File: src/rtl/cpuPkg.sv
package cpuPkg;

	localparam int DataWidth = 32;
	localparam int RegCount = 16;

	// instruction fields
	localparam int OpHi = 31;
	localparam int OpLo = 27;
	localparam int RaHi = 26;
	localparam int RaLo = 23;
	localparam int RbHi = 22;
	localparam int RbLo = 19;
	localparam int RcHi = 18;
	localparam int RcLo = 15;
	localparam int CHi = 18; // 19-bit constant
	localparam int CLo = 0;
	localparam int C2Hi = 20; // branch condition, overlaps Rb
	localparam int C2Lo = 19;

	typedef enum logic [4:0] {
		opLd   = 5'd0,
		opLdi  = 5'd1,
		opSt   = 5'd2,
		opAdd  = 5'd3,
		opSub  = 5'd4,
		opShr  = 5'd5,
		opShl  = 5'd6,
		opAnd  = 5'd9,
		opOr   = 5'd10,
		opAddi = 5'd11,
		opAndi = 5'd12,
		opOri  = 5'd13,
		opBr   = 5'd18,
		opIn   = 5'd21,
		opOut  = 5'd22,
		opNop  = 5'd25,
		opHalt = 5'd26
	} opcodeT;

	typedef enum logic [5:0] {
		idle, fetch0, fetch1, fetch2,
		alu3, alu4, alu5,
		imm3, imm4, imm5,
		ld3, ld4, ld5, ld6, ld7,
		st3, st4, st5, st6,
		br3, br4, br5, br6,
		in3, out3, nop3, halted
	} stateT;

	typedef enum logic [2:0] {
		aluAdd, aluSub, aluAnd, aluOr, aluShr, aluShl,
		aluIncPc // bus + 1, Y unused
	} aluOpT;

	typedef enum logic [2:0] {
		busReg, busPc, busZLow, busMdr, busInPort, busConstant
	} busSourceT;

endpackage

File: src/rtl/datapathIf.sv
`timescale 1ns/100ps

interface datapathIf
	import cpuPkg::*;
();
	busSourceT busSource;
	logic gra, grb, grc; // register select
	logic rIn, rOut, baOut;
	logic yIn, zIn;
	aluOpT aluOp;
	logic marIn, mdrIn, memRead, memWrite;
	logic pcIn, irIn, conIn;
	logic outIn;

	modport control (
		output busSource, gra, grb, grc, rIn, rOut, baOut,
		output yIn, zIn, aluOp,
		output marIn, mdrIn, memRead, memWrite,
		output pcIn, irIn, conIn, outIn
	);

	modport datapath (
		input busSource, gra, grb, grc, rIn, rOut, baOut,
		input yIn, zIn, aluOp,
		input marIn, mdrIn, memRead, memWrite,
		input pcIn, irIn, conIn, outIn
	);

endinterface

File: src/rtl/programFlow.sv
`timescale 1ns/100ps

module programFlow
	import cpuPkg::*;
(
	input logic Clock,
	input logic Reset,
	datapathIf.datapath ctrl,
	input logic [DataWidth-1:0] busIn,
	input logic [DataWidth-1:0] InPort,
	output logic [DataWidth-1:0] pcOut,
	output logic [DataWidth-1:0] irOut,
	output logic [DataWidth-1:0] constant,
	output logic [DataWidth-1:0] inPortOut,
	output opcodeT opcode,
	output logic conff,
	output logic [DataWidth-1:0] OutPort,
	output logic OutValid
);
	localparam int CWidth = CHi - CLo + 1;

	logic [1:0] c2;
	logic condition;

	always_ff @(posedge Clock or posedge Reset) begin
		if (Reset) begin
			pcOut <= '0;
			irOut <= '0;
			inPortOut <= '0;
			OutPort <= '0;
			OutValid <= 1'b0;
			conff <= 1'b0;
		end else begin
			if (ctrl.pcIn)
				pcOut <= busIn;
			if (ctrl.irIn)
				irOut <= busIn;
			inPortOut <= InPort; // sampled every clock
			if (ctrl.outIn)
				OutPort <= busIn;
			OutValid <= ctrl.outIn; // one cycle, with the new value
			if (ctrl.conIn)
				conff <= condition;
		end
	end

	// decode straight off the bus while IR loads, so fetch2 can branch
	assign opcode = opcodeT'(ctrl.irIn ? busIn[OpHi:OpLo] : irOut[OpHi:OpLo]);

	assign constant = {{(DataWidth - CWidth){irOut[CHi]}}, irOut[CHi:CLo]};

	assign c2 = irOut[C2Hi:C2Lo];

	always_comb begin
		case (c2)
			2'd0: condition = (busIn == '0);
			2'd1: condition = (busIn != '0);
			2'd2: condition = !busIn[DataWidth-1] && (busIn != '0); // strictly positive
			default: condition = busIn[DataWidth-1];
		endcase
	end

endmodule

File: src/flat_wrapper.sv
// flat-port wrapper written by rule: the top's interface ports become plain ports
module programFlow_flat import cpuPkg::*;
  (Clock, Reset, busIn, InPort, pcOut, irOut, constant, inPortOut, opcode, conff, OutPort, OutValid, ctrl_busSource, ctrl_gra, ctrl_grb, ctrl_grc, ctrl_rIn, ctrl_rOut, ctrl_baOut, ctrl_yIn, ctrl_zIn, ctrl_aluOp, ctrl_marIn, ctrl_mdrIn, ctrl_memRead, ctrl_memWrite, ctrl_pcIn, ctrl_irIn, ctrl_conIn, ctrl_outIn);
  datapathIf ctrl_i ();
  input logic Clock;
  input logic Reset;
  input logic [DataWidth-1:0] busIn;
  input logic [DataWidth-1:0] InPort;
  output logic [DataWidth-1:0] pcOut;
  output logic [DataWidth-1:0] irOut;
  output logic [DataWidth-1:0] constant;
  output logic [DataWidth-1:0] inPortOut;
  output opcodeT opcode;
  output logic conff;
  output logic [DataWidth-1:0] OutPort;
  output logic OutValid;
  input wire logic [$bits(ctrl_i.busSource)-1:0] ctrl_busSource;
  input wire logic [$bits(ctrl_i.gra)-1:0] ctrl_gra;
  input wire logic [$bits(ctrl_i.grb)-1:0] ctrl_grb;
  input wire logic [$bits(ctrl_i.grc)-1:0] ctrl_grc;
  input wire logic [$bits(ctrl_i.rIn)-1:0] ctrl_rIn;
  input wire logic [$bits(ctrl_i.rOut)-1:0] ctrl_rOut;
  input wire logic [$bits(ctrl_i.baOut)-1:0] ctrl_baOut;
  input wire logic [$bits(ctrl_i.yIn)-1:0] ctrl_yIn;
  input wire logic [$bits(ctrl_i.zIn)-1:0] ctrl_zIn;
  input wire logic [$bits(ctrl_i.aluOp)-1:0] ctrl_aluOp;
  input wire logic [$bits(ctrl_i.marIn)-1:0] ctrl_marIn;
  input wire logic [$bits(ctrl_i.mdrIn)-1:0] ctrl_mdrIn;
  input wire logic [$bits(ctrl_i.memRead)-1:0] ctrl_memRead;
  input wire logic [$bits(ctrl_i.memWrite)-1:0] ctrl_memWrite;
  input wire logic [$bits(ctrl_i.pcIn)-1:0] ctrl_pcIn;
  input wire logic [$bits(ctrl_i.irIn)-1:0] ctrl_irIn;
  input wire logic [$bits(ctrl_i.conIn)-1:0] ctrl_conIn;
  input wire logic [$bits(ctrl_i.outIn)-1:0] ctrl_outIn;
  assign ctrl_i.busSource = ctrl_busSource;
  assign ctrl_i.gra = ctrl_gra;
  assign ctrl_i.grb = ctrl_grb;
  assign ctrl_i.grc = ctrl_grc;
  assign ctrl_i.rIn = ctrl_rIn;
  assign ctrl_i.rOut = ctrl_rOut;
  assign ctrl_i.baOut = ctrl_baOut;
  assign ctrl_i.yIn = ctrl_yIn;
  assign ctrl_i.zIn = ctrl_zIn;
  assign ctrl_i.aluOp = ctrl_aluOp;
  assign ctrl_i.marIn = ctrl_marIn;
  assign ctrl_i.mdrIn = ctrl_mdrIn;
  assign ctrl_i.memRead = ctrl_memRead;
  assign ctrl_i.memWrite = ctrl_memWrite;
  assign ctrl_i.pcIn = ctrl_pcIn;
  assign ctrl_i.irIn = ctrl_irIn;
  assign ctrl_i.conIn = ctrl_conIn;
  assign ctrl_i.outIn = ctrl_outIn;
  programFlow u_core (.Clock(Clock), .Reset(Reset), .ctrl(ctrl_i), .busIn(busIn), .InPort(InPort), .pcOut(pcOut), .irOut(irOut), .constant(constant), .inPortOut(inPortOut), .opcode(opcode), .conff(conff), .OutPort(OutPort), .OutValid(OutValid));
endmodule
File: config.mk
export PLATFORM = sky130hd
export DESIGN_NAME = programFlow_flat
export DESIGN_NICKNAME = d
export VERILOG_FILES = /design/src/rtl/cpuPkg.sv /design/src/rtl/datapathIf.sv /design/src/rtl/programFlow.sv /design/src/flat_wrapper.sv
export SDC_FILE = /design/constraint.sdc
export NUM_CORES = 1
export LEC_CHECK = 0
export BUFFER_PORTS_ARGS = -buffer_cell sky130_fd_sc_hd__buf_2
export CORE_MARGIN = 2
export CORE_UTILIZATION = 30
export DETAILED_ROUTE_END_ITERATION = 10
export SETUP_SLACK_MARGIN = 0.3
export SYNTH_ARGS = -nofsm -noshare
export SYNTH_HDL_FRONTEND = slang
export SYNTH_SLANG_ARGS = --single-unit
File: constraint.sdc
create_clock -name Clock -period 4.1 [get_ports Clock]
set_clock_uncertainty 0.05 [all_clocks]
set_input_delay 0.82 -clock Clock [delete_from_list [all_inputs] [get_ports Clock]]
set_output_delay 0.82 -clock Clock [all_outputs]
set_load 0.05 [all_outputs]
---- Word level (Yosys, flattened, before mapping) ----
Index checks and enable logic that the tools add are counted.
operators by class
  equality and inequality tests ........... 2
  mux-type cells .......................... 2
  reduce and logical (&&, ||, !) cells .... 5
operators by type and width
  cell                                            count
  zero test 32 bit                                1
  nonzero test 32 bit                             1
  2-to-1 mux 5 bit                                1
  case mux 1 bit (3 select lines)                 1
  == test 2 x 1 -> 1 bit (second input constant)  1
  == test 2 bit (second input constant)           1
  zero test 2 bit                                 1
  logical AND 1 bit                               1
  zero test 1 bit                                 1
storage, ports and cells
  register bits after elaboration ......... 130
  input port bits ......................... 88
  output and inout port bits .............. 167
  word-level logic and storage cells ...... 15

---- Longest topological paths before layout ----
  depth after elaboration ................. 3
  gate-level depth with buffers ........... 4
  gate-level depth less buffers ........... 4

---- Worst setup path after synthesis ----
OpenSTA, ideal clock, no wires.
  kind .................................... input-to-output
  from .................................... input ctrl_irIn
  to ...................................... output opcode[0]
  arrival time ............................ 1.680 ns
  data required time ...................... 3.230 ns
  path slack .............................. 1.550 ns
  stages .................................. 3
  path buffers ............................ 2
  path through ............................ clkbuf_1 -> buf_2 -> mux2_2
between the ends
  word-level cells in the longest chain between the ends .. 1
RTL lines
  element           line                text
  start, declared   flat_wrapper.sv:32  input wire logic [$bits(ctrl_i.irIn)-1:0] ctrl_irIn;
  2-to-1 mux 5 bit  programFlow.sv:48   assign opcode = opcodeT'(ctrl.irIn ? busIn[OpHi:OpLo] : irOut[OpHi:OpLo]);
  end, declared     flat_wrapper.sv:13  output opcodeT opcode;
Every way passes these cells.

---- Final worst setup path ----
  from .................................... input ctrl_irIn
  to ...................................... output opcode[3]
Same word-level chain as after synthesis.

==> metrics <==
reg2reg start=u_core.irOut[20]$_DFFE_PP0P_; kind of critical path=in -> out; IO Port Bufs=236; Clock Latency Late Sink=400 ps; drt first pass iters=3; Leak=about 0.0031 µW; drt total wl=between 10 and 15 mm; status=complete, no violations; number of synthesis warnings=0; Worst R2R Setup Slack=3020 ps; CP startpoint kind=primary input; hold wc startpoint=u_core.OutPort[13]$_DFFE_PP0P_; WP data required=3230 ps; Mapped Cells=288; fin. max-slew vios=0; RSZ-0062 raised after global routing=no; Chip Height=130 µm; post-route ant nets=0; nets@finish=between 500 and 600; share of cells above drive strength 1=63.4%; wire per inst=16.1 µm; largest net degree at the start of global routing=86; Worst-Margin Slew=between 900 and 1000 ps; Via Count=roughly 3200; commonest cells after routing, fill and taps aside=buf_2 (236), dfrtp_1 (130), mux2_2 (55), mux2_1 (41), clkbuf_16 (17); Max-Cap Viols=0; die area=16900 µm²; register area share after synthesis=roughly 68%; syn_nets=376; commonest non-fill, non-tap cell in the layout=buf_2; Slowest Stage Delay on Critical Path=410 ps; TritonCTS clock tree=yes; Ports=~260; final hold vios=0; vias per inst=4.32; post-CTS sizing=0; Initial Util=30.4%; Remaining Overflow, GRT=0; met2 usage=22.4%; Placeable Area=15700 µm²; Max Fanout on Critical Path=16; Tot GR Track Use=14.0%; Max VDD drop=0.000305 V; Synth Cell Area=4750 µm²; WHS=433 ps; hold_buf cts=0; endpoints failing setup=0; initial antenna violation count=0; CTS Buf Count=17; f_max=368 MHz; met1 GRT Util=~17%; cell mode on critical path=buf_2; GRT met3 Usage=6.11%; Clk pin slew, worst setup/hold paths=about 50 ps; worst rel slew slack=35.8%; Post-CTS Setup Repair Bufs=0; worst-path cell chain=buf_2 > mux2_2 > buf_2; global route hottest layer=met2; final setup TNS=0 ps; Fillers=1510; H-tree levels=4; vias in the first global route=3255; clk sink count=130; post-detail-place hpwl=8.32 mm; first-pass GRT wire length=17.7 mm; Netlist cell types=17; Die W=approximately 130 µm; Crit-path slowest cell=mux2_2; CP Capture Type=output port; period utilisation layout=66.3%; Tmin final=2720 ps; crit path DAT=1850 ps; DRC errors left=0; syn avg cell area=16.5 µm²; Root Buffer=clkbuf_16; Yosys reg bits=130; diode count=0; # rows=46; Max Buffers Root-to-Sink=2; Hold Path Class=reg -> reg; Power Dens Cells=584 nW/µm²; Worst Setup SP=ctrl_irIn; initial drt markers=54; area grow syn2layout=36.9%; RePlAce Congestion=0.722
-- cells in the mapped netlist --
cell,count,area [µm²]
xnor2_1,1,8.76
dfrtp_1,130,3250
buf_2,9,45.0
nor4_2,1,12.5
nand4_1,2,12.5
mux2_2,55,619
mux2_1,41,462
o211ai_1,1,7.51
clkbuf_1,3,11.3
nor4_1,7,43.8
a31oi_1,1,6.26
nor2b_1,1,6.26
or2_0,1,6.26
buf_4,32,240
o32ai_1,1,8.76
inv_1,1,3.75
nand3_1,1,5.00
-- critical path: cells and delay by family --
family | cells | cell delay (ps)
buf+inv | 2 | 610
mux | 1 | 410
-- per-stage QoR --
| step | instances | setup WS (ps) | util, % | cell area (µm²) | total power [µW] |
|---|---|---|---|---|---|
| after global routing | 730 | 1340 | 41.6 | 6500 | 3970 |
| after CTS | 730 | 1360 | 41.6 | 6500 | 3860 |
| after detailed placement | 698 | 1360 | 37.9 | 5940 | 2400 |
| final | 730 | 1380 | 41.6 | 6500 | 3800 |
| after floorplan | 288 | 1550 | - | 4760 | 2190 |
| after global placement | 698 | 1370 | 37.9 | 5940 | 2390 |
-- layout make-up --
cell class              count  area (µm²)  share of cell area, %
inverters                   1        7.51                  0.115
well taps                 216         270                   4.15
multi-input cells         113        1200                   18.4
repair buffers            238        1210                   18.6
flip-flops and latches    130        3250                   50.0
clock inverters            10        82.6                   1.27
clock buffers              22         484                   7.44
-- where the power goes --
group / switching [µW] / internal [µW] / leakage [µW]
Sequential: 58.6 / 1400 / 0.00152
Combinational: 708 / 205 / 0.00134
Clock: 541 / 891 / 0.000277
Total: 1310 / 2490 / 0.00314
-- path summary, 6_finish.rpt --
kind | cells after the start | to
max reg2reg | 4 | u_core.conff$_DFFE_PP0P_
max in group asynchronous | 3 | u_core.OutPort[29]$_DFFE_PP0P_
min | 1 | u_core.OutPort[13]$_DFFE_PP0P_
max | 3 | opcode[3]
min reg2reg | 1 | u_core.OutPort[13]$_DFFE_PP0P_
min in group asynchronous | 2 | u_core.inPortOut[29]$_DFF_PP0_
-- flip-flops by register name, indices dropped and copies added (netlist names) --
signal / cells
u_core.OutValid: 1
u_core.irOut: 32
u_core.OutPort: 32
u_core.pcOut: 32
u_core.conff: 1
u_core.inPortOut: 32
-- logic make-up after synthesis --
group / Yosys count / share of synthesized area [%]
DFF: 130 / 68.5
muxes: 96 / 22.7
buffers and inverters: 45 / 6.32
and+or+nand+nor: 13 / 1.82
AOI/OAI and AO/OA: 3 / 0.474
xor gates and xnor gates: 1 / 0.184
-- metal layers --
| layer | wire length [µm] | part of all wire, % |
|---|---|---|
| met1 | 4990 | 43 |
| met4 | 113 | 0.96 |
| met3 | 946 | 8.1 |
| met5 | 0 | 0 |
| met2 | 5680 | 48 |
Note: power is estimated with default switching activity, not from simulation.
