==> config.mk <==
export PLATFORM = sky130hd
export DESIGN_NAME = aluUnit_flat
export DESIGN_NICKNAME = d
export VERILOG_FILES = /design/src/rtl/cpuPkg.sv /design/src/rtl/datapathIf.sv /design/src/rtl/aluUnit.sv /design/src/flat_wrapper.sv
export SDC_FILE = /design/constraint.sdc
export NUM_CORES = 1
export LEC_CHECK = 0
export ABC_CLOCK_PERIOD_IN_PS = 5260
export BUFFER_PORTS_ARGS = -buffer_cell sky130_fd_sc_hd__buf_2
export CAP_MARGIN = 15
export CORE_ASPECT_RATIO = 1.75
export CORE_MARGIN = 5
export CORE_UTILIZATION = 60
export DETAILED_ROUTE_END_ITERATION = 12
export GPL_ROUTABILITY_DRIVEN = 0
export PLACE_DENSITY = 0.83
export SLEW_MARGIN = 40
export SYNTH_ARGS = -nofsm -noshare
export SYNTH_HDL_FRONTEND = slang
export SYNTH_SLANG_ARGS = --single-unit
==> constraint.sdc <==
create_clock -name Clock -period 5.26 [get_ports Clock]
set_input_delay 0.526 -clock Clock [delete_from_list [all_inputs] [get_ports Clock]]
set_output_delay 0.526 -clock Clock [all_outputs]
set_load 0.005 [all_outputs]
==> src/rtl/cpuPkg.sv <==
package cpuPkg;

	localparam int DataWidth = 32;
	localparam int RegCount = 16;

	// instruction fields
	localparam int OpHi = 31;
	localparam int OpLo = 27;
	localparam int RaHi = 26;
	localparam int RaLo = 23;
	localparam int RbHi = 22;
	localparam int RbLo = 19;
	localparam int RcHi = 18;
	localparam int RcLo = 15;
	localparam int CHi = 18; // 19-bit constant
	localparam int CLo = 0;
	localparam int C2Hi = 20; // branch condition, overlaps Rb
	localparam int C2Lo = 19;

	typedef enum logic [4:0] {
		opLd   = 5'd0,
		opLdi  = 5'd1,
		opSt   = 5'd2,
		opAdd  = 5'd3,
		opSub  = 5'd4,
		opShr  = 5'd5,
		opShl  = 5'd6,
		opAnd  = 5'd9,
		opOr   = 5'd10,
		opAddi = 5'd11,
		opAndi = 5'd12,
		opOri  = 5'd13,
		opBr   = 5'd18,
		opIn   = 5'd21,
		opOut  = 5'd22,
		opNop  = 5'd25,
		opHalt = 5'd26
	} opcodeT;

	typedef enum logic [5:0] {
		idle, fetch0, fetch1, fetch2,
		alu3, alu4, alu5,
		imm3, imm4, imm5,
		ld3, ld4, ld5, ld6, ld7,
		st3, st4, st5, st6,
		br3, br4, br5, br6,
		in3, out3, nop3, halted
	} stateT;

	typedef enum logic [2:0] {
		aluAdd, aluSub, aluAnd, aluOr, aluShr, aluShl,
		aluIncPc // bus + 1, Y unused
	} aluOpT;

	typedef enum logic [2:0] {
		busReg, busPc, busZLow, busMdr, busInPort, busConstant
	} busSourceT;

endpackage

==> src/rtl/datapathIf.sv <==
`timescale 1ns/100ps

interface datapathIf
	import cpuPkg::*;
();
	busSourceT busSource;
	logic gra, grb, grc; // register select
	logic rIn, rOut, baOut;
	logic yIn, zIn;
	aluOpT aluOp;
	logic marIn, mdrIn, memRead, memWrite;
	logic pcIn, irIn, conIn;
	logic outIn;

	modport control (
		output busSource, gra, grb, grc, rIn, rOut, baOut,
		output yIn, zIn, aluOp,
		output marIn, mdrIn, memRead, memWrite,
		output pcIn, irIn, conIn, outIn
	);

	modport datapath (
		input busSource, gra, grb, grc, rIn, rOut, baOut,
		input yIn, zIn, aluOp,
		input marIn, mdrIn, memRead, memWrite,
		input pcIn, irIn, conIn, outIn
	);

endinterface

==> src/rtl/aluUnit.sv <==
`timescale 1ns/100ps

module aluUnit
	import cpuPkg::*;
(
	input logic Clock,
	input logic Reset,
	datapathIf.datapath ctrl,
	input logic [DataWidth-1:0] busIn,
	output logic [DataWidth-1:0] zLow
);
	logic [DataWidth-1:0] y;
	logic [DataWidth-1:0] result;
	logic [4:0] shiftAmount;

	assign shiftAmount = busIn[4:0];

	// Y holds the first operand between states
	always_ff @(posedge Clock or posedge Reset) begin
		if (Reset)
			y <= '0;
		else if (ctrl.yIn)
			y <= busIn;
	end

	always_comb begin
		case (ctrl.aluOp)
			aluAdd:
				result = y + busIn;
			aluSub:
				result = y - busIn;
			aluAnd:
				result = y & busIn;
			aluOr:
				result = y | busIn;
			aluShr:
				result = y >> shiftAmount; // logical
			aluShl:
				result = y << shiftAmount;
			aluIncPc:
				result = busIn + 1'b1;
			default:
				result = '0;
		endcase
	end

	always_ff @(posedge Clock or posedge Reset) begin
		if (Reset)
			zLow <= '0;
		else if (ctrl.zIn)
			zLow <= result;
	end

endmodule

==> src/flat_wrapper.sv <==
// flat-port wrapper written by rule: the top's interface ports become plain ports
module aluUnit_flat import cpuPkg::*;
  (Clock, Reset, busIn, zLow, ctrl_busSource, ctrl_gra, ctrl_grb, ctrl_grc, ctrl_rIn, ctrl_rOut, ctrl_baOut, ctrl_yIn, ctrl_zIn, ctrl_aluOp, ctrl_marIn, ctrl_mdrIn, ctrl_memRead, ctrl_memWrite, ctrl_pcIn, ctrl_irIn, ctrl_conIn, ctrl_outIn);
  datapathIf ctrl_i ();
  input logic Clock;
  input logic Reset;
  input logic [DataWidth-1:0] busIn;
  output logic [DataWidth-1:0] zLow;
  input wire logic [$bits(ctrl_i.busSource)-1:0] ctrl_busSource;
  input wire logic [$bits(ctrl_i.gra)-1:0] ctrl_gra;
  input wire logic [$bits(ctrl_i.grb)-1:0] ctrl_grb;
  input wire logic [$bits(ctrl_i.grc)-1:0] ctrl_grc;
  input wire logic [$bits(ctrl_i.rIn)-1:0] ctrl_rIn;
  input wire logic [$bits(ctrl_i.rOut)-1:0] ctrl_rOut;
  input wire logic [$bits(ctrl_i.baOut)-1:0] ctrl_baOut;
  input wire logic [$bits(ctrl_i.yIn)-1:0] ctrl_yIn;
  input wire logic [$bits(ctrl_i.zIn)-1:0] ctrl_zIn;
  input wire logic [$bits(ctrl_i.aluOp)-1:0] ctrl_aluOp;
  input wire logic [$bits(ctrl_i.marIn)-1:0] ctrl_marIn;
  input wire logic [$bits(ctrl_i.mdrIn)-1:0] ctrl_mdrIn;
  input wire logic [$bits(ctrl_i.memRead)-1:0] ctrl_memRead;
  input wire logic [$bits(ctrl_i.memWrite)-1:0] ctrl_memWrite;
  input wire logic [$bits(ctrl_i.pcIn)-1:0] ctrl_pcIn;
  input wire logic [$bits(ctrl_i.irIn)-1:0] ctrl_irIn;
  input wire logic [$bits(ctrl_i.conIn)-1:0] ctrl_conIn;
  input wire logic [$bits(ctrl_i.outIn)-1:0] ctrl_outIn;
  assign ctrl_i.busSource = ctrl_busSource;
  assign ctrl_i.gra = ctrl_gra;
  assign ctrl_i.grb = ctrl_grb;
  assign ctrl_i.grc = ctrl_grc;
  assign ctrl_i.rIn = ctrl_rIn;
  assign ctrl_i.rOut = ctrl_rOut;
  assign ctrl_i.baOut = ctrl_baOut;
  assign ctrl_i.yIn = ctrl_yIn;
  assign ctrl_i.zIn = ctrl_zIn;
  assign ctrl_i.aluOp = ctrl_aluOp;
  assign ctrl_i.marIn = ctrl_marIn;
  assign ctrl_i.mdrIn = ctrl_mdrIn;
  assign ctrl_i.memRead = ctrl_memRead;
  assign ctrl_i.memWrite = ctrl_memWrite;
  assign ctrl_i.pcIn = ctrl_pcIn;
  assign ctrl_i.irIn = ctrl_irIn;
  assign ctrl_i.conIn = ctrl_conIn;
  assign ctrl_i.outIn = ctrl_outIn;
  aluUnit u_core (.Clock(Clock), .Reset(Reset), .ctrl(ctrl_i), .busIn(busIn), .zLow(zLow));
endmodule
Word-level counts from Yosys, hierarchy flattened
Cells that the tools add are included.

storage, ports and cells
  register bits after elaboration = 64
  input bits = 56
  output and inout bits = 32
  word-level logic and storage cells = 17

operators by class
  $add $sub $neg = 3
  eq/ne operators = 6
  shift-type cells = 2
  muxes and demuxes = 1
  bitwise operators = 2
  reductions and logical operators = 1

operators by type and width
  kind                                                             number
  32-bit case mux with 7 select lines                              1
  32-bit by 1-bit adder with 32-bit output, second input constant  1
  32-bit adder                                                     1
  32-bit bitwise AND                                               1
  32-bit OR                                                        1
  32-bit by 5-bit left shift with 32-bit output                    1
  32-bit by 5-bit >> shifter with 32-bit output                    1
  32-bit subtractor                                                1
  3-bit == test, second input constant                             3
  3-bit by 2-bit == test with 1-bit output, second input constant  2
  3-bit by 1-bit == test with 1-bit output, second input constant  1
  3-bit logical NOT                                                1

Logic depth before layout (Yosys ltp)
  word-level depth = 2
  mapped depth = 17
  depth with buffers taken out = 14

Worst setup path after synthesis
Ideal clock, no wire load.

  path type = input-to-reg
  from = in ctrl_aluOp[2]
  to = reg u_core.zLow[29]
  setup time = 124 ps
  arrival time = 3504 ps
  required time = 5136 ps
  setup slack = 1632 ps
  stages = 16
  buffers on the path = 3
  cell sequence = clkbuf_1 > clkbuf_1 > nand3b_1 > clkbuf_1 > nand2_1 > inv_1 > ha_1 > a211oi_2 > o211ai_2 > a31oi_4 > o211ai_2 > a311o_1 > nand2_1 > o21ai_0 > xor2_1 > a211o_1

on the way
  cells in the longest elaborated chain, start to end = 2
  elaborated cells on any way between the ends = 8
  classes of those cells = eq/ne (6); mux (1); reduce/logical (1)

RTL lines
  item                                         RTL line            text
  start: declaration                           flat_wrapper.sv:18  input wire logic [$bits(ctrl_i.aluOp)-1:0] ctrl_aluOp;
  3-bit == test, or another cell as far along  aluUnit.sv:27       case (ctrl.aluOp)
  32-bit case mux with 7 select lines *        aluUnit.sv:27
  end signal: assignment                       aluUnit.sv:51       zLow <= result;
  end: declaration                             aluUnit.sv:10       output logic [DataWidth-1:0] zLow

Mark *: on every way between the ends. The rest lies on a longest branch, timed or not.
A chain may end at the register's enable or synchronous reset.

Worst setup path after layout
  from = in ctrl_aluOp[1]
  to = reg u_core.zLow[16]

Same word-level chain as after synthesis.

==> qor.csv <==
metric;value;unit
drv_cap;0;
critical_path.slowest_cell;a211oi_1;
fmax;0.251;GHz
critPathCaptureType;flop;
syn_avg_cell_area;7.72;sq um
critical_path_buf_inv_count;2;
path_cells;buf_2 > nand3b_1 > buf_4 > and2_1 > ha_1 > and3_1 > nand3_1 > a211oi_1 > o31ai_1 > nand2b_1 > xor2_1 > a211oi_1 > o221ai_1;
cts_made_buffers;9;
synth-seq-area-share;14.8;%
antenna_found_initial;1;
async_flop_share;100;%
worst_slew_pin_slew;1040;ps
post_cts_buffers;0;
viasPerCell;7.31;
ctsHoldBuffers;0;
setup_viol;0;
finClkSkew;9.33;ps
synth_flop_cell;dfrtp_1;
regToRegSetupSlack;1580;ps
drt-pass1-iter-count;9;
final_cells;1654;
core_region_area;17900;sq um
critPathLaunch;ctrl_aluOp[1];
fin_util;64.4;%
hold_slack;343;ps
clock_sinks;64;
post-synth-top-count-cell;nand2_1;
hp-class;input port to async pin;
yosysTopAreaCell;dfrtp_1;
n_fill_cell;1632;
post_cts_resized;0;
drc_errors;0;
cp_data_arrival_time;4190;ps
io-pin-count;88;
clk_pin_slew;70;ps
power_density;236;nW/um^2
synthTopCellsByCount;nand2_1, nor2_1, ha_1;
synth_edf_count;0;
tns;0;ps
yosys_warnings;0;
cpPeakStageDelay;620;ps
worstPathRequired;5460;ps
drt_iter0_markers;1975;
r2r_start;u_core.y[0];
totalWireLength;44.4;mm
synthCells;1401;
crit_path_frequent_cell;a211oi_1;
grt_setup_unrepaired;no;
finalCritPeriodShare;75.8;%
cts_tree;yes;
grt_overflow;0;
final_max_slew_viol_count;0;
vias;12100;
die_h;188;um
diodes;0;
grt_pass1_vias;11400;
syn_nets;1586;
power.leakage;0.00524;uW
dp_hpwl;31.6;mm
crit_path_max_fanout;25;
rows;65;
max-slew-margin-rel;30.4;%
synth_top_area_share;14.8;%
dr_wl_met2;19.5;mm
wl_met3;5.39;mm
setup.worst_path.start_class;input port;
drtAntennaViolNets;0;
clockBufferDepth;2;
clk_latency;350;ps
io_buffers;70;
fin_crit;3990;ps
power.total;2720;uW
timing_worst_setup_path_type;input port to flop;
cts-htree-levels;3;
drive_gt1_share;12.8;%
crit_end;u_core.zLow[16];
post_drt_wl_per_cell;26.9;um
nNetsFinal;1600;
grt_pass1_wl;66.4;mm
grt_max_degree;70;
clock-root-buffer;clkbuf_16;
wl_met1;13.7;mm
grtUsageTotal;41.3;%
ir_drop;0.000190;V
yosys-top-cells-area;dfrtp_1, ha_1, mux4_2;
hold_violations;0;
status;finished clean;
synth_area;10800;sq um
top_layer;met4;
start_util;60.4;%
crit_family;compound AO/OA/AOI/OAI gates;
worstReg2RegEnd;u_core.zLow[16];
fp.dieArea;20900;sq um
synth-seq-cells;64;
die_w;111;um
cp.depth;13;
synth_cell_types;83;
worstRegToRegCells;13;
dp.cells;1638;
area_delta_synth_final;6.61;%
-- worst min-delay path by stage --
stage                   start  slack [ps]        endpoint
2_1_floorplan  u_core.zLow[0]         480  u_core.zLow[0]
3_3_place_gp   u_core.zLow[5]         460  u_core.zLow[5]
3_5_place_dp   u_core.zLow[7]         470  u_core.zLow[7]
4_1_cts                 Reset         360    u_core.y[10]
5_1_grt                 Reset         390    u_core.y[10]
6_report                Reset         340    u_core.y[10]
-- flip-flops by register name, indices dropped and copies added, names as in the netlist --
| register | flops |
|---|---|
| u_core.y | 32 |
| u_core.zLow | 32 |
-- metrics by stage --
step                worst slack [ps]  cell area, sq um
floorplan                       1630             10800
global placement                1360             11200
detailed placement              1280             11200
CTS                             1560             11500
global route                    1210             11500
finish                          1270             11500
-- cells by family (layout without fill, tap and decap cells) --
group | Yosys count | count (layout) | synth area share [%]
AOI/OAI and AO/OA | 472 | 472 | 28.7
and+or+nand+nor | 415 | 415 | 17.4
buffers and inverters | 183 | 202 | 7.02
adders and majority gates | 129 | 129 | 15.1
muxes | 89 | 89 | 13.0
DFF | 64 | 64 | 14.8
xor gates and xnor gates | 49 | 49 | 3.97
-- layer usage --
metal	vias to the layer above	GRT usage, %
met2	1009	64.8
met4	0	38.2
met5	-	0
met3	377	13.4
li1	5161	-
met1	5538	43.1
-- cell usage in the layout, fill, tap and decap left out, types with 13 or more instances in the layout --
master | netlist | layout
o22ai_1 | 20 | 20
dfrtp_1 | 64 | 64
o21ai_0 | 110 | 107
nand2b_1 | 17 | 17
mux2_2 | 13 | 13
a21o_1 | 24 | 24
o211ai_1 | 20 | 20
nand2_1 | 135 | 135
xnor2_1 | 34 | 34
nor2_1 | 134 | 133
nor2b_1 | 13 | 13
buf_4 | 3 | 21
nor3_1 | 26 | 26
ha_1 | 127 | 127
mux2i_1 | 34 | 34
a211oi_1 | 22 | 21
nand3_1 | 15 | 15
o21ai_1 | 10 | 13
mux4_2 | 38 | 38
xor2_1 | 15 | 15
a21oi_1 | 121 | 121
and2_1 | 33 | 33
inv_1 | 94 | 92
buf_2 | 16 | 68
-- report_power, final --
part | internal (uW) | switching, uW | total [uW]
logic | 542 | 871 | 1410
registers | 560 | 105 | 665
clock network | 371 | 276 | 647
-- final cells by class --
class	count	area, sq um	share of cell area [%]
Clock buffer	10	229	1.99
Clock inverter	6	68.8	0.597
Inverter	96	360	3.13
Multi-Input combinational cell	1154	8470	73.4
Sequential cell	64	1600	13.9
Tap cell	234	293	2.54
Timing Repair Buffer	90	509	4.42
-- worst register-to-register path: cells and delay by family (launching register included) --
family                   cells  cell delay, ps
AO/OA/AOI/OAI                5            1630
XOR/XNOR                     1             100
buffers and inverters        2             240
flip-flops                   1             440
AND/OR/NAND/NOR              3             480
adder cells (fa/ha/maj)      2             650
Note: power is estimated with default switching activity, not from simulation.
