File: src/rtl/cpuPkg.sv
package cpuPkg;

	localparam int DataWidth = 32;
	localparam int RegCount = 16;

	// instruction fields
	localparam int OpHi = 31;
	localparam int OpLo = 27;
	localparam int RaHi = 26;
	localparam int RaLo = 23;
	localparam int RbHi = 22;
	localparam int RbLo = 19;
	localparam int RcHi = 18;
	localparam int RcLo = 15;
	localparam int CHi = 18; // 19-bit constant
	localparam int CLo = 0;
	localparam int C2Hi = 20; // branch condition, overlaps Rb
	localparam int C2Lo = 19;

	typedef enum logic [4:0] {
		opLd   = 5'd0,
		opLdi  = 5'd1,
		opSt   = 5'd2,
		opAdd  = 5'd3,
		opSub  = 5'd4,
		opShr  = 5'd5,
		opShl  = 5'd6,
		opAnd  = 5'd9,
		opOr   = 5'd10,
		opAddi = 5'd11,
		opAndi = 5'd12,
		opOri  = 5'd13,
		opBr   = 5'd18,
		opIn   = 5'd21,
		opOut  = 5'd22,
		opNop  = 5'd25,
		opHalt = 5'd26
	} opcodeT;

	typedef enum logic [5:0] {
		idle, fetch0, fetch1, fetch2,
		alu3, alu4, alu5,
		imm3, imm4, imm5,
		ld3, ld4, ld5, ld6, ld7,
		st3, st4, st5, st6,
		br3, br4, br5, br6,
		in3, out3, nop3, halted
	} stateT;

	typedef enum logic [2:0] {
		aluAdd, aluSub, aluAnd, aluOr, aluShr, aluShl,
		aluIncPc // bus + 1, Y unused
	} aluOpT;

	typedef enum logic [2:0] {
		busReg, busPc, busZLow, busMdr, busInPort, busConstant
	} busSourceT;

endpackage

File: src/rtl/datapathIf.sv
`timescale 1ns/100ps

interface datapathIf
	import cpuPkg::*;
();
	busSourceT busSource;
	logic gra, grb, grc; // register select
	logic rIn, rOut, baOut;
	logic yIn, zIn;
	aluOpT aluOp;
	logic marIn, mdrIn, memRead, memWrite;
	logic pcIn, irIn, conIn;
	logic outIn;

	modport control (
		output busSource, gra, grb, grc, rIn, rOut, baOut,
		output yIn, zIn, aluOp,
		output marIn, mdrIn, memRead, memWrite,
		output pcIn, irIn, conIn, outIn
	);

	modport datapath (
		input busSource, gra, grb, grc, rIn, rOut, baOut,
		input yIn, zIn, aluOp,
		input marIn, mdrIn, memRead, memWrite,
		input pcIn, irIn, conIn, outIn
	);

endinterface

File: src/rtl/registerFile.sv
`timescale 1ns/100ps

module registerFile
	import cpuPkg::*;
(
	input logic Clock,
	input logic Reset,
	datapathIf.datapath ctrl,
	input logic [DataWidth-1:0] ir,
	input logic [DataWidth-1:0] busIn,
	output logic [DataWidth-1:0] regOut
);
	localparam int IndexWidth = $clog2(RegCount);

	logic [DataWidth-1:0] regs [RegCount];
	logic [IndexWidth-1:0] index;

	// field select from the IR
	always_comb begin
		index = '0;
		if (ctrl.gra)
			index = ir[RaHi:RaLo];
		else if (ctrl.grb)
			index = ir[RbHi:RbLo];
		else if (ctrl.grc)
			index = ir[RcHi:RcLo];
	end

	always_ff @(posedge Clock or posedge Reset) begin
		if (Reset) begin
			for (int i = 0; i < RegCount; i++)
				regs[i] <= '0;
		end else if (ctrl.rIn) begin
			regs[index] <= busIn;
		end
	end

	always_comb begin
		regOut = '0;
		if (ctrl.baOut && index == '0)
			regOut = '0; // R0 as base address reads zero
		else if (ctrl.rOut || ctrl.baOut)
			regOut = regs[index];
	end

endmodule

File: src/flat_wrapper.sv
// flat-port wrapper written by rule: the top's interface ports become plain ports
module registerFile_flat import cpuPkg::*;
  (Clock, Reset, ir, busIn, regOut, ctrl_busSource, ctrl_gra, ctrl_grb, ctrl_grc, ctrl_rIn, ctrl_rOut, ctrl_baOut, ctrl_yIn, ctrl_zIn, ctrl_aluOp, ctrl_marIn, ctrl_mdrIn, ctrl_memRead, ctrl_memWrite, ctrl_pcIn, ctrl_irIn, ctrl_conIn, ctrl_outIn);
  datapathIf ctrl_i ();
  input logic Clock;
  input logic Reset;
  input logic [DataWidth-1:0] ir;
  input logic [DataWidth-1:0] busIn;
  output logic [DataWidth-1:0] regOut;
  input wire logic [$bits(ctrl_i.busSource)-1:0] ctrl_busSource;
  input wire logic [$bits(ctrl_i.gra)-1:0] ctrl_gra;
  input wire logic [$bits(ctrl_i.grb)-1:0] ctrl_grb;
  input wire logic [$bits(ctrl_i.grc)-1:0] ctrl_grc;
  input wire logic [$bits(ctrl_i.rIn)-1:0] ctrl_rIn;
  input wire logic [$bits(ctrl_i.rOut)-1:0] ctrl_rOut;
  input wire logic [$bits(ctrl_i.baOut)-1:0] ctrl_baOut;
  input wire logic [$bits(ctrl_i.yIn)-1:0] ctrl_yIn;
  input wire logic [$bits(ctrl_i.zIn)-1:0] ctrl_zIn;
  input wire logic [$bits(ctrl_i.aluOp)-1:0] ctrl_aluOp;
  input wire logic [$bits(ctrl_i.marIn)-1:0] ctrl_marIn;
  input wire logic [$bits(ctrl_i.mdrIn)-1:0] ctrl_mdrIn;
  input wire logic [$bits(ctrl_i.memRead)-1:0] ctrl_memRead;
  input wire logic [$bits(ctrl_i.memWrite)-1:0] ctrl_memWrite;
  input wire logic [$bits(ctrl_i.pcIn)-1:0] ctrl_pcIn;
  input wire logic [$bits(ctrl_i.irIn)-1:0] ctrl_irIn;
  input wire logic [$bits(ctrl_i.conIn)-1:0] ctrl_conIn;
  input wire logic [$bits(ctrl_i.outIn)-1:0] ctrl_outIn;
  assign ctrl_i.busSource = ctrl_busSource;
  assign ctrl_i.gra = ctrl_gra;
  assign ctrl_i.grb = ctrl_grb;
  assign ctrl_i.grc = ctrl_grc;
  assign ctrl_i.rIn = ctrl_rIn;
  assign ctrl_i.rOut = ctrl_rOut;
  assign ctrl_i.baOut = ctrl_baOut;
  assign ctrl_i.yIn = ctrl_yIn;
  assign ctrl_i.zIn = ctrl_zIn;
  assign ctrl_i.aluOp = ctrl_aluOp;
  assign ctrl_i.marIn = ctrl_marIn;
  assign ctrl_i.mdrIn = ctrl_mdrIn;
  assign ctrl_i.memRead = ctrl_memRead;
  assign ctrl_i.memWrite = ctrl_memWrite;
  assign ctrl_i.pcIn = ctrl_pcIn;
  assign ctrl_i.irIn = ctrl_irIn;
  assign ctrl_i.conIn = ctrl_conIn;
  assign ctrl_i.outIn = ctrl_outIn;
  registerFile u_core (.Clock(Clock), .Reset(Reset), .ctrl(ctrl_i), .ir(ir), .busIn(busIn), .regOut(regOut));
endmodule
File: config.mk
export PLATFORM = sky130hd
export DESIGN_NAME = registerFile_flat
export DESIGN_NICKNAME = d
export VERILOG_FILES = /design/src/rtl/cpuPkg.sv /design/src/rtl/datapathIf.sv /design/src/rtl/registerFile.sv /design/src/flat_wrapper.sv
export SDC_FILE = /design/constraint.sdc
export NUM_CORES = 1
export LEC_CHECK = 0
export ABC_CLOCK_PERIOD_IN_PS = 23400
export BUFFER_PORTS_ARGS = -buffer_cell sky130_fd_sc_hd__buf_2
export CORE_ASPECT_RATIO = 0.7
export CORE_MARGIN = 2
export CORE_UTILIZATION = 30
export CTS_BUF_LIST = sky130_fd_sc_hd__clkbuf_16
export DETAILED_ROUTE_END_ITERATION = 10
export HOLD_SLACK_MARGIN = 0.08
export SLEW_MARGIN = 10
export SYNTH_ARGS = -nofsm -noshare
export SYNTH_HDL_FRONTEND = slang
export SYNTH_SLANG_ARGS = --single-unit
File: constraint.sdc
create_clock -name Clock -period 23.4 [get_ports Clock]
set_clock_uncertainty 0.1 [all_clocks]
set_input_delay 4.68 -clock Clock [delete_from_list [all_inputs] [get_ports Clock]]
set_output_delay 4.68 -clock Clock [all_outputs]
set_load 0.02 [all_outputs]
# Yosys cells after proc, flatten, opt, wreduce, memory -nomap -nowiden
# Index checks and enable logic that the tools add are counted.
dict set report word_totals {
  ff_bits 512
  latchBits 0
  mem_bits_rw 0
  romBits 0
  word_cells 34
  n_memories 0
}
dict set report op_classes {
  n_addsub 0
  n_mul 0
  div 0
  n_lt_le_gt_ge 2
  eq_ne 0
  n_shift 0
  muxes 11
  bitwise 1
  n_reduce_logical 4
}
# op n
set ops {}
lappend ops {{512-bit bitwise mux} 1}
lappend ops {{32-bit 2-to-1 mux} 5}
lappend ops {{32-bit binary-select mux with 4-bit select} 1}
lappend ops {{32-bit demux with 4-bit select} 1}
lappend ops {{4-bit 2-to-1 mux} 3}
lappend ops {{5-bit greater-or-equal comparator, second input constant} 1}
lappend ops {{5-bit by 1-bit < comparator with 1-bit output, second input constant} 1}
lappend ops {{4-bit inverter with 5-bit output} 1}
lappend ops {{4-bit logical NOT} 1}
lappend ops {{1-bit logical AND} 2}
lappend ops {{1-bit logical OR} 1}

# Depth between registers and ports, before layout
# Gate-level depths: netlist of run 1.
dict set report logic_depth {
  word_depth 9
  depth_mapped 9
  ltp_nobuf 6
}

# Worst setup path after synthesis of run 1
# No wires, ideal clock.
dict set report synth_timing {
  path_type {input -> output}
  from {input port ctrl_grb}
  to {output port regOut[30]}
  arrival_time_ps 6303
  required_ps 18620
  path_slack_ps 12317
  cell_stages 9
  cell_sequence {and3b_1 -> o21a_1 -> buf_2 -> buf_4 -> buf_4 -> nand2_1 -> a32o_1 -> a2bb2oi_1 -> a21oi_1}
}
dict set report synth_via {
  elab_chain_cells 8
  word_cells_on_any_way 10
  classes_between {mux: 7; bitwise: 1; reduce/logical: 2}
}
# element line_no
set synth_rtl {}
lappend synth_rtl {{start, declared} flat_wrapper.sv:12} ;# input wire logic [$bits(ctrl_i.grb)-1:0] ctrl_grb;
lappend synth_rtl {{4-bit 2-to-1 mux *} registerFile.sv:23} ;# else if (ctrl.grb)
lappend synth_rtl {{4-bit 2-to-1 mux *} registerFile.sv:21} ;# if (ctrl.gra)
lappend synth_rtl {{4-bit inverter with 5-bit output (implied by the code)} registerFile.sv:43} ;# regOut = regs[index];
lappend synth_rtl {{32-bit binary-select mux with 4-bit select} registerFile.sv:43}
lappend synth_rtl {{32-bit 2-to-1 mux (implied by the code) (2 in a row)} registerFile.sv:43}
lappend synth_rtl {{32-bit 2-to-1 mux} registerFile.sv:42} ;# else if (ctrl.rOut || ctrl.baOut)
lappend synth_rtl {{32-bit 2-to-1 mux *} registerFile.sv:40} ;# if (ctrl.baOut && index == '0)
lappend synth_rtl {{end, declared} flat_wrapper.sv:9} ;# output logic [DataWidth-1:0] regOut;
# Mark *: on every way between the ends. The rest lies on a longest branch, timed or not. The select of a mux whose other input is x is not followed.

# Final worst setup path of run 1
dict set report layout_timing {
  from {input port ctrl_grb}
  to {output port regOut[12]}
}
# Same word-level chain as after synthesis.

==> results of run 1 <==
[cell usage in the layout, fill, tap and decap left out, types with 3 or more instances in the layout]
cell,count
a22oi_1,4
bufinv_16,3
and3_1,187
and4_1,31
a21oi_1,11
inv_1,10
nand2_1,383
nor2_4,9
nand3b_1,4
clkbuf_16,49
buf_2,83
mux2_2,494
o21ai_0,93
mux2_1,18
clkinv_1,11
clkinv_2,8
a221oi_1,31
nand2_2,4
nor3_4,6
nand3_2,3
buf_4,34
mux2i_1,62
dfrtp_1,512
[layer usage]
layer | GRT usage, % | vias to the layer above | routed length (um)
met5 | 0 | - | 8
met4 | 4.63 | 2 | 1740
met3 | 2.76 | 138 | 3820
met2 | 25.6 | 487 | 30300
met1 | 22.3 | 8515 | 30400
li1 | - | 7148 | -
[kinds of logic (layout without fill, tap and decap cells)]
| logic type | count (synthesis) | in the layout | synth area share (%) |
|---|---|---|---|
| other cells | 0 | 2 | 0 |
| compound gates | 149 | 149 | 3.81 |
| simple gates | 636 | 636 | 13.0 |
| buf+inv | 172 | 202 | 3.57 |
| flops | 512 | 512 | 53.1 |
| mux | 574 | 574 | 26.5 |
[power breakdown]
part / leakage, nW / switching (mW) / total, mW / internal (mW)
Combinational: 4.92 / 0.269 / 0.600 / 0.331
Clock: 0.757 / 0.341 / 0.752 / 0.410
Sequential: 6.28 / 0.152 / 1.34 / 1.19
Total: 12.0 / 0.763 / 2.69 / 1.93
[synth_stat cells, drive strengths merged, types with 2 or more instances]
| master | instances |
|---|---|
| a21oi | 13 |
| a221oi | 31 |
| a22oi | 4 |
| and3 | 187 |
| and4 | 31 |
| buf | 104 |
| clkbuf | 67 |
| dfrtp | 512 |
| mux2 | 512 |
| mux2i | 62 |
| nand2 | 387 |
| nand2b | 2 |
| nand3 | 3 |
| nand3b | 4 |
| nor2 | 11 |
| nor2b | 3 |
| nor3 | 6 |
| o21ai | 94 |
[worst paths after layout]
check / from / end / slack, ns
max: ctrl_grb / regOut[12] / 10.17
min: u_core.regs[189] / u_core.regs[189] / 0.39
max reg2reg: u_core.regs[453] / u_core.regs[453] / 22.49
min reg2reg: u_core.regs[189] / u_core.regs[189] / 0.39
max in group asynchronous: Reset / u_core.regs[110] / 15.77
min in group asynchronous: Reset / u_core.regs[193] / 4.22
[layout make-up]
type / count / area share (%)
antenna: 2 / 0.0186
sequential: 512 / 47.7
multi-input combinational: 1359 / 39.3
inverter: 1 / 0.0419
clock buffer: 49 / 4.57
tap: 1056 / 4.92
timing repair buffer: 118 / 2.57
clock inverter: 34 / 0.844
[per-stage QoR]
| stage | setup slack [ns] | utilization (%) | power (mW) | hold slack [ns] | cells |
|---|---|---|---|---|---|
| floorplan | 4.32 | - | 1.79 | 0.358 | 2043 |
| global placement | 10.23 | 32.1 | 1.91 | 0.367 | 3046 |
| detailed placement | 10.18 | 32.1 | 1.96 | 0.375 | 3046 |
| CTS | 10.19 | 33.9 | 2.72 | 0.390 | 3129 |
| global route | 10.07 | 33.9 | 2.85 | 0.404 | 3129 |
| finish | 10.17 | 33.9 | 2.69 | 0.388 | 3131 |
==> results.py, run 1 <==
metrics = {
    "floorplan": {
        "io_pins": 120,
        "row_count": 86,
        "start_util_pct": 30.5,
        "dieHeight_um": 241,
        "fp.dieW_um": 343,
        "die_area_sq_mm": 0.0827,
        "core_area_sq_mm": 0.0791,
    },
    "routing": {
        "avgRoutedWirePerCell_um": 21.2,
        "dr.pass1.iters": 5,
        "ant_nets": 0,
        "routed_wl_um": 66300,
        "via_per_inst": 5.20,
        "drt-initial-drc-count": 1203,
        "num_vias": 16290,
        "drc": 0,
    },
    "grt": {
        "grt_pass1_wl_um": 102000,
        "grt_max_degree": 196,
        "track_usage_pct": 16.0,
        "antenna_found_initial": 6,
        "grt_overflow_total": 0,
        "grt_pass1_vias": 16875,
    },
    "yosys": {
        "synth.avg_cell_area_sq_um": 11.8,
        "ys_seq_area_share_pct": 53.1,
        "async_reset_ff_share_pct": 100,
        "synth-edff-count": 0,
        "synth_top_area_share_pct": 53.1,
        "syn_area_sq_mm": 0.0241,
        "yosysTopAreaCell": "dfrtp_1",
        "yosysUniqueCellTypes": 38,
        "syn_inst": 2043,
        "ys_top_cells_by_area": "dfrtp_1 53%, mux2_2 23%, nand2_1 6.0%, and3_1 4.9%, mux2i_1 2.6%",
        "synth_seq_cells": 512,
        "synth_nets": 2131,
        "yosysWarnings": 0,
        "ys.flop_type": "dfrtp_1",
    },
    "layout": {
        "drive_gt1_share_pct": 34.1,
        "num-nets-final": 2128,
        "largest_reg_flops": 512,
        "fillers": 7736,
        "area_growth_pct": 11.4,
        "fin_area_sq_mm": 0.0268,
        "largest-register": "u_core.regs",
        "register_area_sq_mm": 0.0128,
        "multi_input_area_sq_mm": 0.0106,
        "reg.largest.list": "u_core.regs x512",
    },
    "clock_network": {
        "cts_tree": "done",
        "cts_htree_levels": 2,
        "clockRootBuffer": "clkbuf_16",
        "cts_sinks": 512,
        "clockBufferDepth": 3,
        "cts_resized": 0,
        "clkTransAtPathRegs_ns": 0.06,
        "clkLatencyLatePin_ns": 0.58,
        "numCtsBuffers": 48,
        "cts_setup_buffers": 0,
        "postCtsHoldBufs": 0,
    },
    "timing": {
        "worst_pin_slew_ns": 1.09,
        "finalSetupViolations": 0,
        "slew_violations": 0,
        "report.final.hold_viol_count": 0,
        "min_period_ns": 13.23,
        "grt_setup_unrepaired": "false",
        "maxSlewHeadroom_pct": 27.5,
        "period_share_pct": 56.5,
        "setup_tns_ns": 0,
        "fmax_mhz": 75.6,
    },
    "placement": {
        "gp_routability_congestion": 0.767,
        "dp_hpwl_um": 37700,
        "portBuffers": 83,
        "placed_area_sq_mm": 0.0254,
    },
    "setup_path": {
        "path_max_fanout": 81,
        "cp-start-kind": "primary input",
        "slowest_delay_ns": 0.94,
        "cpMaxStageDelayCell": "buf_4",
        "path_buf_inv": 4,
        "cp.depth": 9,
        "critPathTopFamily": "buffers and inverters",
        "cp_cell_sequence": "buf_2 > nand3b_1 > a21boi_4 > buf_4 > nor2_4 > buf_4 > a221oi_1 > and4_1 > buf_2",
        "worst-setup-path-type": "primary input to primary output",
        "critical_path_required_ns": 18.62,
        "worstPathArrival_ns": 8.45,
        "reg2reg_depth": 1,
        "endpoint_kind": "primary output",
    },
    "worst_hold_path": {
        "hold_depth": 1,
        "min_path_type": "register to register",
    },
    "flow_run": {
        "maxCapViolCount": 0,
    },
    "power": {
        "peakVddDrop_v": 0.0000547,
        "p_per_area_mw_per_mm2": 100,
        "leakage_nw": 12.0,
    },
    "status": {
        "run_status": "completed",
    },
}
(Power assumes the default switching activity.)
==> run 2: changes to the inputs <==
--- a/config.mk
+++ b/config.mk
@@ -5,7 +5,7 @@
 export SDC_FILE = /design/constraint.sdc
 export NUM_CORES = 1
 export LEC_CHECK = 0
-export ABC_CLOCK_PERIOD_IN_PS = 23400
+export ABC_CLOCK_PERIOD_IN_PS = 10950
 export BUFFER_PORTS_ARGS = -buffer_cell sky130_fd_sc_hd__buf_2
 export CORE_ASPECT_RATIO = 0.7
 export CORE_MARGIN = 2
==> constraint.sdc (replaced) <==
create_clock -name Clock -period 10.95 [get_ports Clock]
set_clock_uncertainty 0.1 [all_clocks]
set_input_delay 2.19 -clock Clock [delete_from_list [all_inputs] [get_ports Clock]]
set_output_delay 2.19 -clock Clock [all_outputs]
set_load 0.02 [all_outputs]
==> run 2 against run 1 <==
Effect of this change:
- clock-buffer cell count did not move
- final cell count barely moved
- core utilization barely moved
- wire length rose by 1.9%
- non-clock buffer count rose by 3
- critical path type unchanged
==> results.py, run 2 (same netlist as run 1, synthesis figures left out) <==
metrics = {
    "routing": {
        "avgRoutedWirePerCell_um": 21.5,
        "drt-initial-drc-count": 1493,
        "num_vias": 16138,
        "routed_wl_um": 67500,
        "dr.pass1.iters": 5,
        "ant_nets": 0,
        "drc": 0,
        "via_per_inst": 5.15,
    },
    "setup_path": {
        "cp.depth": 9,
        "rrSetupSlack_ns": 10.06,
        "r2r-start": "u_core.regs[90]",
        "path_buf_inv": 4,
        "cpMaxStageDelayCell": "buf_4",
        "worst-setup-path-type": "primary input to primary output",
        "endpoint_kind": "primary output",
        "slowest_delay_ns": 0.67,
        "critPathTopFamily": "buffers and inverters",
        "path_max_fanout": 55,
        "critical_path_required_ns": 8.66,
        "r2r_end": "u_core.regs[90]",
        "cp_cell_sequence": "buf_2 > nand3b_1 > a21boi_4 > buf_4 > buf_4 > and3_1 > o21ai_0 > and4_1 > buf_2",
        "reg2reg_depth": 1,
        "worstPathArrival_ns": 5.31,
        "cp-start-kind": "primary input",
    },
    "grt": {
        "grt_pass1_wl_um": 103000,
        "grt_max_degree": 198,
        "antenna_found_initial": 5,
        "grt_overflow_total": 0,
        "grt_pass1_vias": 16698,
        "track_usage_pct": 16.3,
    },
    "placement": {
        "gp_routability_congestion": 0.773,
        "dp_hpwl_um": 38500,
        "dp.cells": 3049,
        "portBuffers": 83,
    },
    "clock_network": {
        "clkLatencyLatePin_ns": 0.57,
        "cts_sinks": 512,
        "cts_htree_levels": 2,
        "cts_resized": 0,
        "cts_setup_buffers": 0,
        "numCtsBuffers": 48,
        "postCtsHoldBufs": 0,
        "clockBufferDepth": 3,
        "clkTransAtPathRegs_ns": 0.06,
        "cts_tree": "done",
        "clockRootBuffer": "clkbuf_16",
    },
    "timing": {
        "setup_tns_ns": 0,
        "slew_violations": 0,
        "finalSetupViolations": 0,
        "grt_setup_unrepaired": "false",
        "report.final.hold_viol_count": 0,
        "fmax_mhz": 132,
        "worst_pin_slew_ns": 1.21,
        "period_share_pct": 69.4,
        "maxSlewHeadroom_pct": 18.9,
        "min_period_ns": 7.60,
        "hold_slack_ns": 0.391,
    },
    "layout": {
        "register_area_sq_mm": 0.0128,
        "largest-register": "u_core.regs",
        "fin_cells": 3134,
        "area_growth_pct": 11.5,
        "final_common_cell": "dfrtp_1",
        "largest_reg_flops": 512,
        "num-nets-final": 2131,
        "layout_common_cells": "512 x dfrtp_1, 494 x mux2_2, 383 x nand2_1",
        "reg.largest.list": "u_core.regs x512",
        "multi_input_area_sq_mm": 0.0106,
        "drive_gt1_share_pct": 34.3,
        "fillers": 7757,
    },
    "power": {
        "peakVddDrop_v": 0.000109,
        "p_per_area_mw_per_mm2": 215,
        "leakage_nw": 12.0,
        "power_mw": 5.77,
    },
    "floorplan": {
        "start_util_pct": 30.5,
        "row_count": 86,
        "fp.dieW_um": 343,
        "io_pins": 120,
        "dieHeight_um": 241,
        "core_area_sq_mm": 0.0791,
        "die_area_sq_mm": 0.0827,
    },
    "status": {
        "run_status": "completed",
    },
    "flow_run": {
        "maxCapViolCount": 0,
    },
    "worst_hold_path": {
        "hold_depth": 1,
        "min-delay-start": "u_core.regs[217]",
        "worstHoldEndpoint": "u_core.regs[217]",
        "min_path_type": "register to register",
    },
}
## run 2: how the worst max path moves through the flow
stage	from	endpoint	slack [ns]
after floorplan	Reset	u_core.regs[0]	1.71
after global placement	ctrl_grb	regOut[16]	3.34
after detailed placement	ctrl_grb	regOut[16]	3.37
after CTS	ctrl_grb	regOut[16]	3.37
after global routing	ctrl_grb	regOut[24]	3.19
final	ctrl_grb	regOut[16]	3.35
## run 2: stage by stage
step | setup slack (ns) | utilization [%] | area [sq um]
CTS | 3.37 | 34.0 | 26900
detailed placement | 3.37 | 32.1 | 25400
finish | 3.35 | 34.0 | 26900
global route | 3.19 | 34.0 | 26900
global placement | 3.34 | 32.1 | 25400
floorplan | 1.71 | - | 24100
## run 2: area by class of cell
cell class | count | area share [%]
Clock buffer | 49 | 4.56
Tap cell | 1056 | 4.92
Sequential cell | 512 | 47.7
Antenna cell | 1 | 0.00931
Multi-Input combinational cell | 1359 | 39.3
Timing Repair Buffer | 121 | 2.65
Inverter | 1 | 0.0279
Clock inverter | 35 | 0.880
## run 2: power breakdown
part           switching, mW  internal (mW)  total [mW]
registers              0.329           2.54        2.87
logic                  0.580          0.709        1.29
clock network          0.734          0.880        1.61
## run 2: metal layers
metal | up-vias | GRT usage, % | part of all wire [%]
met4 | 0 | 3.76 | 2.0
met3 | 107 | 2.19 | 4.8
met2 | 417 | 26.1 | 46
met5 | - | 0 | 0
li1 | 7127 | - | -
met1 | 8487 | 23.3 | 47
==> run 3: changes to the inputs <==
--- a/config.mk
+++ b/config.mk
@@ -5,7 +5,7 @@
 export SDC_FILE = /design/constraint.sdc
 export NUM_CORES = 1
 export LEC_CHECK = 0
-export ABC_CLOCK_PERIOD_IN_PS = 10950
+export ABC_CLOCK_PERIOD_IN_PS = 7300
 export BUFFER_PORTS_ARGS = -buffer_cell sky130_fd_sc_hd__buf_2
 export CORE_ASPECT_RATIO = 0.7
 export CORE_MARGIN = 2
==> constraint.sdc (replaced) <==
create_clock -name Clock -period 7.3 [get_ports Clock]
set_clock_uncertainty 0.1 [all_clocks]
set_input_delay 1.46 -clock Clock [delete_from_list [all_inputs] [get_ports Clock]]
set_output_delay 1.46 -clock Clock [all_outputs]
set_load 0.02 [all_outputs]
==> run 3 against run 2 <==
Effect of this change:
- clock power rose by 50%
- clock-buffer cell count decreased by 1
- core utilization up 0.13 points
- die area did not move
- via count grew 0.32%
- power is 50% higher
- first-iteration DRC count is 7.6% lower
- highest routed layer unchanged
==> results.py, run 3 (same netlist as run 1, synthesis figures left out) <==
metrics = {
    "worst_hold_path": {
        "min_path_type": "register to register",
    },
    "routing": {
        "via_per_inst": 5.15,
        "num_vias": 16189,
        "routed_wl_um": 66700,
        "drt-initial-drc-count": 1379,
        "avgRoutedWirePerCell_um": 21.2,
        "drc": 0,
        "ant_nets": 0,
        "dr.pass1.iters": 5,
    },
    "grt": {
        "grt_overflow_total": 0,
        "grt_pass1_wl_um": 103000,
        "antenna_found_initial": 5,
        "track_usage_pct": 16.2,
        "grt_pass1_vias": 16847,
        "grt_max_degree": 196,
    },
    "power": {
        "power_mw": 8.64,
        "peakVddDrop_v": 0.000209,
        "p_per_area_mw_per_mm2": 320,
        "leakage_nw": 12.0,
    },
    "timing": {
        "worst_pin_slew_ns": 1.29,
        "min_period_ns": 6.03,
        "grt_setup_unrepaired": "false",
        "slew_violations": 0,
        "maxSlewHeadroom_pct": 13.6,
        "finalSetupViolations": 0,
        "fmax_mhz": 166,
        "period_share_pct": 82.6,
        "report.final.hold_viol_count": 0,
    },
    "setup_path": {
        "rrSetupSlack_ns": 6.40,
        "worst-setup-path-type": "primary input to primary output",
        "path_max_fanout": 69,
        "worstPathArrival_ns": 4.47,
        "endpoint_kind": "primary output",
        "cp-start-kind": "primary input",
        "critical_path_required_ns": 5.74,
    },
    "floorplan": {
        "fp.dieW_um": 343,
        "dieHeight_um": 241,
        "start_util_pct": 30.5,
        "io_pins": 120,
        "row_count": 86,
        "core_area_sq_mm": 0.0791,
        "die_area_sq_mm": 0.0827,
    },
    "layout": {
        "fin_cells": 3143,
        "fin_area_sq_mm": 0.0270,
        "multi_input_area_sq_mm": 0.0106,
        "post-route-util_pct": 34.1,
        "reg.largest.list": "u_core.regs x512",
        "final_common_cell": "dfrtp_1",
        "register_area_sq_mm": 0.0128,
        "area_growth_pct": 11.9,
        "drive_gt1_share_pct": 34.4,
        "largest-register": "u_core.regs",
        "fillers": 7765,
        "layout_common_cells": "512 x dfrtp_1, 494 x mux2_2, 383 x nand2_1",
        "num-nets-final": 2134,
        "largest_reg_flops": 512,
    },
    "placement": {
        "dp_hpwl_um": 38500,
        "portBuffers": 83,
        "placed_area_sq_mm": 0.0255,
        "dp.cells": 3052,
        "gp_routability_congestion": 0.763,
    },
    "clock_network": {
        "cts_tree": "done",
        "clkLatencyLatePin_ns": 0.60,
        "cts_resized": 0,
        "numCtsBuffers": 48,
        "clockBufferDepth": 3,
        "cts_sinks": 512,
        "cts_setup_buffers": 0,
        "cts_htree_levels": 2,
        "clockRootBuffer": "clkbuf_16",
        "postCtsHoldBufs": 0,
        "clkTransAtPathRegs_ns": 0.06,
    },
    "flow_run": {
        "maxCapViolCount": 0,
    },
    "status": {
        "run_status": "completed",
    },
}
[run 3: cell count changes in the layout (fill, tap and decap cells not counted), sizes merged]
cell,delta
buf,+3
bufinv,-1
clkbuf,-1
clkinv,+1
clkinvlp,-1
inv,+8
[run 3: per-stage QoR]
stage          setup TNS [ns]  setup WS (ns)  hold WS, ns
3_5_place_dp                0           1.24        0.375
2_1_floorplan         -620.71          -1.21        0.358
4_1_cts                     0           1.23        0.391
3_3_place_gp                0           1.23        0.367
6_report                    0           1.27        0.386
5_1_grt                     0          0.987        0.404
[run 3: worst paths after layout]
check / start / end / cells past startpoint
worst max-delay path: ctrl_grb / regOut[31] / 9
worst min-delay path: u_core.regs[449] / u_core.regs[449] / 1
worst max register to register: u_core.regs[189] / u_core.regs[189] / 1
worst min register to register: u_core.regs[449] / u_core.regs[449] / 1
max in group asynchronous: Reset / u_core.regs[141] / 4
min in group asynchronous: Reset / u_core.regs[385] / 2
[run 3: per-layer routing]
metal	global-route usage, %	up-vias	part of all wire (%)
met4	4.01	0	2.0
met5	0	-	0
met3	2.39	97	4.8
li1	-	7171	-
met2	25.8	413	46
met1	23.1	8508	48
[run 3: power by group]
part	internal [mW]	switching (mW)	total, mW
Sequential	3.81	0.491	4.30
Clock	1.28	1.13	2.41
Combinational	1.07	0.869	1.94
Total	6.15	2.49	8.64
[run 3: cell type report]
class / instances / share of cell area [%]
diodes: 1 / 0.00928
clock buffers: 48 / 4.45
clock inverters: 42 / 1.02
inverters: 1 / 0.0278
multi-input cells: 1359 / 39.1
flip-flops and latches: 512 / 47.5
well taps: 1056 / 4.90
repair buffers: 124 / 2.96
[run 3: worst max-delay path, stage by stage]
cell,delay [ns]
buf_2,0.14
and3b_1,0.30
o21a_4,0.55
buf_4,0.78
nand2_1,0.11
and3_1,0.20
o21ai_0,0.33
and4_1,0.32
buf_2,0.19
